File: src/fetch_pkg.sv
package fetch_pkg;

    // first fetch address after reset.
    localparam logic [31:0] reset_pc = 32'h8000_0000;

    // rv32 opcodes that change how the pc advances.
    localparam logic [6:0] op_jalr = 7'b110_0111;
    localparam logic [6:0] op_op   = 7'b011_0011;

    localparam logic [2:0] funct3_jalr   = 3'b000;
    localparam logic [6:0] funct7_muldiv = 7'b000_0001; // m extension.

    // axi4-lite response and protection codes.
    localparam logic [1:0] axi_resp_okay = 2'b00;

    // unprivileged, secure, instruction access.
    localparam logic [2:0] axi_prot_instr = 3'b100;

    // r-type layout, used for mul and div detection.
    typedef struct packed {
        logic [6:0] funct7;
        logic [4:0] rs2;
        logic [4:0] rs1;
        logic [2:0] funct3;
        logic [4:0] rd;
        logic [6:0] opcode;
    } rv_r_t;

    // i-type layout, used for jalr detection.
    typedef struct packed {
        logic [11:0] imm;
        logic [4:0]  rs1;
        logic [2:0]  funct3;
        logic [4:0]  rd;
        logic [6:0]  opcode;
    } rv_i_t;

    // one instruction word, two decodings.
    typedef union packed {
        rv_r_t r;
        rv_i_t i;
    } rv_instr_u;

endpackage
File: src/fetch_req_if.sv
interface fetch_req_if;

    logic        req_valid;
    logic [31:0] req_addr;
    logic        req_ready;

    logic        rsp_valid; // single-cycle pulse.
    logic [31:0] rsp_data;
    logic        rsp_err;

    logic        discard; // drop the response of the read in flight.

    modport ctrl (
        output req_valid,
        output req_addr,
        output discard,
        input  req_ready,
        input  rsp_valid,
        input  rsp_data,
        input  rsp_err
    );

    modport bus (
        input  req_valid,
        input  req_addr,
        input  discard,
        output req_ready,
        output rsp_valid,
        output rsp_data,
        output rsp_err
    );

endinterface

File: src/fetch_unit.sv
module fetch_unit
    import fetch_pkg::*;
(
    input  logic        clk,
    input  logic        rst_n,

    output logic        arvalid,
    input  logic        arready,
    output logic [31:0] araddr,
    output logic [2:0]  arprot,
    input  logic        rvalid,
    output logic        rready,
    input  logic [31:0] rdata,
    input  logic [1:0]  rresp,

    output logic        instr_valid,
    input  logic        instr_ready,
    output rv_instr_u   instr_data,
    output logic [31:0] instr_pc,
    output logic        instr_err,

    input  logic        redirect_valid,
    input  logic [31:0] redirect_pc,
    input  logic        md_done
);

    logic md_hold;

    fetch_req_if fetch_req ();

    fetch_axi_master axi_master_i (
        .clk     (clk),
        .rst_n   (rst_n),
        .req     (fetch_req.bus),
        .arvalid (arvalid),
        .arready (arready),
        .araddr  (araddr),
        .arprot  (arprot),
        .rvalid  (rvalid),
        .rready  (rready),
        .rdata   (rdata),
        .rresp   (rresp)
    );

    // decode accepting a word is the issue point for mul and div.
    muldiv_hold_tracker md_tracker_i (
        .clk        (clk),
        .rst_n      (rst_n),
        .issue      (instr_valid && instr_ready),
        .issue_word (instr_data),
        .md_done    (md_done),
        .md_hold    (md_hold)
    );

    fetch_pc_ctrl pc_ctrl_i (
        .clk            (clk),
        .rst_n          (rst_n),
        .req            (fetch_req.ctrl),
        .md_hold        (md_hold),
        .redirect_valid (redirect_valid),
        .redirect_pc    (redirect_pc),
        .instr_valid    (instr_valid),
        .instr_ready    (instr_ready),
        .instr_data     (instr_data),
        .instr_pc       (instr_pc),
        .instr_err      (instr_err)
    );

endmodule

File: src/fetch_pc_ctrl.sv
module fetch_pc_ctrl
    import fetch_pkg::*;
(
    input  logic        clk,
    input  logic        rst_n,

    fetch_req_if.ctrl   req,

    input  logic        md_hold,

    input  logic        redirect_valid,
    input  logic [31:0] redirect_pc,

    output logic        instr_valid,
    input  logic        instr_ready,
    output rv_instr_u   instr_data,
    output logic [31:0] instr_pc,
    output logic        instr_err
);

    logic [31:0] curr_pc;
    logic        need_fetch;  // a request for curr_pc is still owed.
    logic        outstanding; // a read is on the bus.
    logic        jalr_wait;
    logic        discard_q;
    logic        req_fire;
    logic        dec_fire;
    logic        is_jalr;
    logic        drop_done;

    assign is_jalr = (instr_data.i.opcode == op_jalr) &&
                     (instr_data.i.funct3 == funct3_jalr);

    assign req_fire  = req.req_valid && req.req_ready;
    assign dec_fire  = instr_valid && instr_ready;
    assign drop_done = discard_q && req.req_ready; // dropped read has finished.

    // a redirect in this cycle wins over a new request.
    assign req.req_valid = need_fetch && !jalr_wait && !md_hold &&
                           !outstanding && !redirect_valid;
    assign req.req_addr  = curr_pc;
    assign req.discard   = discard_q;

    always_ff @(posedge clk or negedge rst_n) begin
        if (!rst_n) begin
            outstanding <= 1'b0;
            discard_q   <= 1'b0;
        end else begin
            if (req_fire) begin
                outstanding <= 1'b1;
            end else if (req.rsp_valid || drop_done) begin
                outstanding <= 1'b0;
            end
            if (drop_done) begin
                discard_q <= 1'b0;
            end else if (redirect_valid && outstanding && !req.rsp_valid) begin
                discard_q <= 1'b1;
            end
        end
    end

    always_ff @(posedge clk or negedge rst_n) begin
        if (!rst_n) begin
            curr_pc     <= reset_pc;
            need_fetch  <= 1'b1;
            jalr_wait   <= 1'b0;
            instr_valid <= 1'b0;
        end else if (redirect_valid) begin
            curr_pc     <= redirect_pc;
            need_fetch  <= 1'b1;
            jalr_wait   <= 1'b0;
            instr_valid <= 1'b0; // pending word is stale.
        end else begin
            if (req_fire) begin
                need_fetch <= 1'b0;
            end
            if (req.rsp_valid) begin
                instr_valid <= 1'b1;
            end else if (dec_fire) begin
                instr_valid <= 1'b0;
                need_fetch  <= 1'b1;
                if (is_jalr) begin
                    jalr_wait <= 1'b1; // target comes from execute.
                end else begin
                    curr_pc <= curr_pc + 32'd4;
                end
            end
        end
    end

    always_ff @(posedge clk) begin
        if (req.rsp_valid) begin
            instr_data <= req.rsp_data;
            instr_pc   <= curr_pc;
            instr_err  <= req.rsp_err;
        end
    end

    pc_aligned_a : assert property (
        @(posedge clk) disable iff (!rst_n)
        curr_pc[1:0] == 2'b00
    );

endmodule

File: src/muldiv_hold_tracker.sv
module muldiv_hold_tracker
    import fetch_pkg::*;
(
    input  logic      clk,
    input  logic      rst_n,

    input  logic      issue,
    input  rv_instr_u issue_word,

    input  logic      md_done,
    output logic      md_hold
);

    typedef enum logic {
        st_idle,
        st_busy
    } state_e;

    state_e state;
    state_e state_nxt;
    logic   is_muldiv;

    // r-type with the m extension funct7.
    assign is_muldiv = (issue_word.r.opcode == op_op) &&
                       (issue_word.r.funct7 == funct7_muldiv);

    always_ff @(posedge clk or negedge rst_n) begin
        if (!rst_n) begin
            state <= st_idle;
        end else begin
            state <= state_nxt;
        end
    end

    always_comb begin
        state_nxt = state;
        case (state)
            st_idle: begin
                if (issue && is_muldiv) begin
                    state_nxt = st_busy;
                end
            end
            st_busy: begin
                if (md_done) begin
                    state_nxt = st_idle; // execute finished the operation.
                end
            end
            default: begin
                state_nxt = st_idle;
            end
        endcase
    end

    assign md_hold = (state == st_busy);

    // execute only reports completion of an operation it was given.
    md_done_busy_a : assert property (
        @(posedge clk) disable iff (!rst_n)
        md_done |-> state == st_busy
    );

    // the pc controller must not hand out another word while held.
    no_issue_busy_a : assert property (
        @(posedge clk) disable iff (!rst_n)
        state == st_busy |-> !issue
    );

endmodule

File: src/fetch_axi_master.sv
module fetch_axi_master
    import fetch_pkg::*;
(
    input  logic        clk,
    input  logic        rst_n,

    fetch_req_if.bus    req,

    output logic        arvalid,
    input  logic        arready,
    output logic [31:0] araddr,
    output logic [2:0]  arprot,

    input  logic        rvalid,
    output logic        rready,
    input  logic [31:0] rdata,
    input  logic [1:0]  rresp
);

    typedef enum logic [1:0] {
        st_idle,
        st_addr,
        st_data,
        st_done
    } state_e;

    state_e      state;
    state_e      state_nxt;
    logic [31:0] addr_q;
    logic [31:0] data_q;
    logic        err_q;

    always_ff @(posedge clk or negedge rst_n) begin
        if (!rst_n) begin
            state <= st_idle;
        end else begin
            state <= state_nxt;
        end
    end

    always_comb begin
        state_nxt = state;
        case (state)
            st_idle: begin
                if (req.req_valid) begin
                    state_nxt = st_addr;
                end
            end
            st_addr: begin
                if (arready) begin
                    state_nxt = st_data;
                end
            end
            st_data: begin
                if (rvalid) begin
                    state_nxt = st_done;
                end
            end
            st_done: begin
                state_nxt = st_idle; // response slot lasts one cycle.
            end
            default: begin
                state_nxt = st_idle;
            end
        endcase
    end

    // request address and returned word.
    always_ff @(posedge clk) begin
        if (state == st_idle && req.req_valid) begin
            addr_q <= req.req_addr;
        end
        if (state == st_data && rvalid) begin
            data_q <= rdata;
            err_q  <= (rresp != axi_resp_okay);
        end
    end

    assign req.req_ready = (state == st_idle);

    assign arvalid = (state == st_addr);
    assign araddr  = addr_q;
    assign arprot  = axi_prot_instr;

    assign rready = (state == st_data);

    // a discarded read still completes on the bus without a pulse.
    assign req.rsp_valid = (state == st_done) && !req.discard;
    assign req.rsp_data  = data_q;
    assign req.rsp_err   = err_q;

    // address channel must hold still until accepted.
    ar_stable_a : assert property (
        @(posedge clk) disable iff (!rst_n)
        arvalid && !arready |=> arvalid && $stable(araddr)
    );

endmodule

File: config.mk
export PLATFORM = sky130hd
export DESIGN_NAME = fetch_unit
export DESIGN_NICKNAME = d
export VERILOG_FILES = /design/src/fetch_pkg.sv /design/src/fetch_req_if.sv /design/src/fetch_unit.sv /design/src/fetch_pc_ctrl.sv /design/src/muldiv_hold_tracker.sv /design/src/fetch_axi_master.sv
export SDC_FILE = /design/constraint.sdc
export NUM_CORES = 1
export LEC_CHECK = 0
export BUFFER_PORTS_ARGS = -buffer_cell sky130_fd_sc_hd__buf_2
export CAP_MARGIN = 20
export CORE_MARGIN = 2
export CORE_UTILIZATION = 47
export DETAILED_ROUTE_END_ITERATION = 12
export PLACE_DENSITY = 0.82
export SKIP_LAST_GASP = 1
export SYNTH_ARGS = -nofsm -noshare
export SYNTH_HDL_FRONTEND = slang
export SYNTH_SLANG_ARGS = --single-unit
File: constraint.sdc
create_clock -name clk -period 3 [get_ports clk]
set_clock_uncertainty 0.05 [all_clocks]
set_input_delay 0.45 -clock clk [delete_from_list [all_inputs] [get_ports clk]]
set_output_delay 0.45 -clock clk [all_outputs]
set_load 0.1 [all_outputs]
Word-level counts from Yosys, hierarchy flattened
Cells that the tools add are included.
Word-level totals
  output and inout bits: 103
  logic and storage cells: 85
  bits in registers: 170
Cells by class
  multiplexer cells: 26
  reductions and logical operators: 32
  $add $sub $neg: 1
  eq/ne operators: 11
  bitwise operators: 1
Operator list (count)
  $mux W32: 4
  $add A32 B3 Y32 const B: 1
  $mux W1: 17
  $logic_and A1 B1 Y1: 14
  $reduce_bool A2 Y1: 5
  $reduce_and A3 Y1: 3
  $ne A2 B2 Y1 const B: 4
  $pmux W2 S4: 1
  $eq A7 B1 Y1 const B: 1
  $eq A7 B6 Y1 const B: 1
  $eq A7 B7 Y1 const B: 1
  $logic_not A1 Y1: 6
  $mux W2: 3
  $eq A2 B2 Y1 const B: 2
  $logic_not A3 Y1: 1
  $reduce_bool A3 Y1: 1
  $eq A2 B1 Y1 const B: 1
  $logic_not A2 Y1: 1
  $ne A2 B1 Y1 const B: 1
  $pmux W1 S2: 1
  $logic_or A1 B1 Y1: 1
  $not A1 Y1: 1

Logic depth before layout (Yosys ltp)
  depth after elaboration: 10
  depth in mapped cells: 8
  gate-level depth less buffers: 7

By module
A second synthesis with hierarchy kept.
Unflattened totals
  cell total of the unflattened synthesis: 389
  area total of the unflattened synthesis: 6349.8 µm²
Modules (own cells, without submodules)
  fetch_pc_ctrl: seq. area each 2880.3 µm², times used 1, area an instance 4066.4 µm², cells an instance 290
  fetch_axi_master: seq. area each 2001.9 µm², times used 1, area an instance 2180.8 µm², cells an instance 91
  muldiv_hold_tracker: seq. area each 25.0 µm², times used 1, area an instance 96.3 µm², cells an instance 7
  fetch_unit: seq. area each 0.0 µm², times used 1, area an instance 6.3 µm², cells an instance 1

Least setup slack after synthesis
No wires, ideal clock.
  path type: register -> register
  start: register axi_master_i.state[0]
  end: register pc_ctrl_i.curr_pc[31], in the netlist pc_ctrl_i.req.req_addr[31]
  period minus slack after synthesis: 2.924 ns
  path buffers: 1
  data required time: 2.873 ns
  data arrival time: 2.797 ns
  path slack: 0.076 ns
  stages on the path, launching flop included: 9
  cell sequence: dfrtp_1 > ha_1 > nand2b_1 > inv_1 > o21ai_1 > buf_2 > nand4b_1 > or4_1 > a31oi_1
Between the ends
  word-level cells in the longest chain between the ends: 4
Ends and longest elaborated chain
  start: declaration: RTL line fetch_axi_master.sv:27  | state_e state;
  start signal: assignment: RTL line fetch_axi_master.sv:35  | state <= st_idle;
  start signal: assignment: RTL line fetch_axi_master.sv:37  | state <= state_nxt;
  $eq A2 B2 Y1: RTL line fetch_axi_master.sv:88  | assign req.rsp_valid = (state == st_done) && !req.discard;
  $logic_and A1 B1 Y1: RTL line fetch_axi_master.sv:88
  $ne A2 B2 Y1 (no source line)
  $reduce_and A3 Y1 (no source line)
  end signal: assignment: RTL line fetch_pc_ctrl.sv:64  | curr_pc <= reset_pc;
  end signal: assignment: RTL line fetch_pc_ctrl.sv:69  | curr_pc <= redirect_pc;
  end signal: assignment: RTL line fetch_pc_ctrl.sv:85  | curr_pc <= curr_pc + 32'd4;
  end: declaration: RTL line fetch_pc_ctrl.sv:21  | logic [31:0] curr_pc;
No other way between the ends.
A chain may end at the register's enable or synchronous reset.

Worst setup path in the final report
  start: register pc_ctrl_i.instr_data[1] (netlist bit)
  end: register pc_ctrl_i.curr_pc[24], in the netlist pc_ctrl_i.req.req_addr[24]
Between the ends
  word-level cells in the longest chain between the ends: 4
Ends and longest elaborated chain
  start: declaration: RTL line fetch_pc_ctrl.sv:16  | output rv_instr_u instr_data,
  start signal: assignment: RTL line fetch_pc_ctrl.sv:93  | instr_data <= req.rsp_data;
  $eq A7 B7 Y1: RTL line fetch_pc_ctrl.sv:31  | assign is_jalr = (instr_data.i.opcode == op_jalr) &&
  $logic_and A1 B1 Y1: RTL line fetch_pc_ctrl.sv:31
  $ne A2 B2 Y1 (no source line)
  $reduce_and A3 Y1 (no source line)
No other way between the ends.

==> reports/summary.txt <==
Status - complete, no violations
1st-iter DRT viols - 212
Final Setup Violations - 0
Yosys cell types - 47
Design Area, Final - 7980 µm²
Share of the synthesized area in the top cell type - 61.6%
Vias in the first global route - 3,978
Reg area - 4910 µm²
Switching share of power - 46.1%
Gr ovfl total - 0
Complex-gate fraction of the synthesized area - 4.66%
Clk buf depth - 2
Starting Density - 48.0%
Placement Rows - 42
Gpl congestion - 0.791
Clock transition at path regs - 70 ps
Post-Synth Simple-Gate Area - 11.3%
First-pass GRT wire length - 20.2 mm
Crit path buf inv count - 1
Synth Area in Adders - 1.19%
Vias per cell - 5.13
Seq pwr share - 38.7%
I/O pins - 176
H-tree Lvls - 4
Root Buffer - clkbuf_16
Final wirelength - 13.1 mm
Syn Area/Cell - 15.8 µm²
Placed cell count - 744
Total number of vias - 3,980
Largest net degree at the start of global routing - 67
Utilization after layout - 60.5%
Async set-reset flop share out of synthesis - 23.5%
Final Hold Vio Count - 0
Max cap viols - 0
Final Max Tran Viols - 0
Internal power - 4.78 mW
CP max FO - 10
Placed inst area - 7410 µm²
Die area - 14,400 µm²
Startpoint types - register
Highest-delay cell along the critical path - or4_1
DRT Pass-1 Iters - 4
Clock power frac - 23.1%
Period utilization - 74.7%
Initial antenna violation count - 0
Final setup margin - 759 ps
Post-synth top area cell - edfxtp_1
Leakage - 3.18 nW
TritonCTS sink count - 170
WL/cell - 16.9 µm
Crit Path Class - reg -> reg
Gate power share - 38.2%
Core Area - 13,200 µm²
Final ANT Viol Nets - 0
Mux contribution to synthesized area - 1.03%
Post-CTS Hold Buffers - 0
Area grow syn2layout - 25.9%
Die H - 120 µm
DRC - 0
Min Clock Period, post-route - 2240 ps
Dpl ws - 761 ps
Number of flops mapped to enable cells by yosys - 130
Ant. Diodes - 0
Clk Latency, worst-skew pair - 420 ps
# port buffers - 172
Die width - 120 µm
Critical Path RT - 3300 ps
Cell Pwr Density - 1110 nW/µm²
Max_slew headroom - 39.4%
RSZ-0062 raised after global routing - no
CP top delay family - simple AND/OR/NAND/NOR gates
Cell Area, Synth - 6330 µm²
TritonCTS clock tree - done
FF+latch count, synth - 170
Crit. End Element - register
DP HPWL - 9.31 mm
Post-synth top flop - edfxtp_1
Hold/Removal Path Class - in -> async
FILL cells - 1,023
Syn. warnings - 0
Worst-margin pin slew - 908 ps
Layout cells sized above 1 - 38.0%
Fmax - 0.446 GHz
Max incr delay on CP - 540 ps
Cells after synthesis - 402
Post-CTS Repair Setup Buffers - 0
Fin nets - 666
Arr. time, crit path - 2540 ps
Net Sw Power - 4.08 mW
# resized after CTS - 0
Cell chain of the critical path - and4b_4, nor4b_4, buf_4, or3_1, or4_1, a31oi_1
Post-synthesis sequential area ratio - 77.5%
Maximum VDD drop - 0.658 mV
Non-filler cells, final - 776
XOR/XNOR share of the synthesized area - 2.21%
All-Layer GR Usage - 18.8%
Setup_tns - 0 ps
Multi-input logic area - 1300 µm²
CTS Buf Count - 17
Top post-synthesis cells by area - edfxtp_1 (62%), dfrtp_1 (15%), nand2_1 (2.1%), o21ai_0 (1.7%), ha_1 (1.2%)
Main combinational cell family by area after synthesis - simple AND/OR/NAND/NOR gates
layer usage:
metal  wire length, µm  part of all wire, %  global-route usage, %
met5                 0                    0                      0
met4               123                 0.94                   5.81
met3              1230                  9.4                   8.08
met2              6450                   49                   31.1
met1              5320                   41                   22.4
registers in the layout, indices dropped and copies added (netlist names):
register and cells:
pc_ctrl_i.instr_pc 32, axi_master_i.req.rsp_data 32, pc_ctrl_i.jalr_wait 1, pc_ctrl_i.need_fetch 1
pc_ctrl_i.instr_valid 1, pc_ctrl_i.outstanding 1, pc_ctrl_i.instr_err 1, axi_master_i.req.rsp_err 1
axi_master_i.state 2, axi_master_i.araddr 32, pc_ctrl_i.req.req_addr 32, md_tracker_i.md_hold 1
pc_ctrl_i.req.discard 1, pc_ctrl_i.instr_data 32
stage by stage:
stage	power, mW	hold slack [ps]
finish	8.86	107
global route	9.16	129
CTS	8.94	121
detailed placement	6.88	355
global placement	6.80	352
floorplan	6.29	104
cell families (layout without fill, tap and decap cells):
logic type | count (synthesis) | count (layout)
other | 2 | 3
buffers and inverters | 29 | 226
XOR/XNOR | 16 | 16
flip-flops | 170 | 170
AND/OR/NAND/NOR | 124 | 124
adder cells (fa/ha/maj) | 6 | 6
AO/OA/AOI/OAI | 49 | 49
multiplexers | 6 | 6
final timing paths:
check,startpoint,to,slack [ps],cells after the start
worst max-delay path,pc_ctrl_i.instr_data[1]$_DFFE_PN_,pc_ctrl_i.req.req_addr[24]$_DFFE_PN0P_,760,6
worst min-delay path,rst_n,pc_ctrl_i.req.req_addr[28]$_DFFE_PN0P_,110,1
worst max register to register,pc_ctrl_i.instr_data[1]$_DFFE_PN_,pc_ctrl_i.req.req_addr[24]$_DFFE_PN0P_,760,6
worst min register to register,axi_master_i.req.rsp_data[18]$_DFFE_PP_,pc_ctrl_i.instr_data[18]$_DFFE_PN_,370,0
max in group asynchronous,rst_n,pc_ctrl_i.req.req_addr[0]$_DFFE_PN0P_,2220,1
min in group clk,rdata[12],axi_master_i.req.rsp_data[12]$_DFFE_PP_,150,1
power groups by stage:
stage          combinational, mW  sequential (mW)  clock [mW]
6_report                    3.38             3.43        2.05
5_1_grt                     3.51             3.49        2.16
4_1_cts                     3.41             3.44        2.08
3_5_place_dp                3.41             3.48           0
3_3_place_gp                3.36             3.44           0
2_1_floorplan              0.596             5.69           0
layout by cell type, fill, tap and decap left out, types with 2 or more instances in the layout:
cell type	synthesis	layout
a21oi_1	2	2
a31o_2	2	2
a31oi_1	11	11
and2_1	4	4
and3_1	10	10
and4_1	4	4
buf_2	5	172
buf_4	3	9
clkbuf_16	0	17
clkbuf_8	0	4
clkinv_4	0	4
clkinvlp_4	0	3
conb_1	2	3
dfrtp_1	38	38
dfstp_2	2	2
edfxtp_1	130	130
ha_1	6	6
inv_1	13	12
inv_6	0	3
mux2_2	4	4
mux2i_1	2	2
nand2_1	36	36
nand3_1	8	8
nand4_1	9	9
nor2_1	16	16
nor2b_1	2	2
nor3_1	3	3
nor4_1	6	6
nor4b_1	4	4
o21ai_0	21	21
o21ai_1	2	2
o22ai_1	2	2
o31ai_1	5	5
or3_1	5	5
or4_1	7	7
xnor2_1	8	8
xor2_1	8	8
synth_stat cells, types with 3 or more instances:
library cell,instances
edfxtp_1,130
nand4_1,9
nor4b_1,4
inv_1,13
xor2_1,8
nor4_1,6
or4_1,7
o31ai_1,5
ha_1,6
and2_1,4
mux2_2,4
nor3_1,3
and4_1,4
or3_1,5
nand3_1,8
dfrtp_1,38
a31oi_1,11
xnor2_1,8
o21ai_0,21
and3_1,10
clkbuf_1,8
nor2_1,16
nand2_1,36
buf_2,5
buf_4,3
cell type report:
| class | count | share of cell area [%] |
|---|---|---|
| clock inverters | 11 | 1.10 |
| repair buffers | 181 | 11.6 |
| inverters | 13 | 0.612 |
| multi-input cells | 204 | 16.3 |
| clock buffers | 21 | 6.02 |
| well taps | 176 | 2.76 |
| flip-flops and latches | 170 | 61.5 |
(Power assumes the default switching activity.)
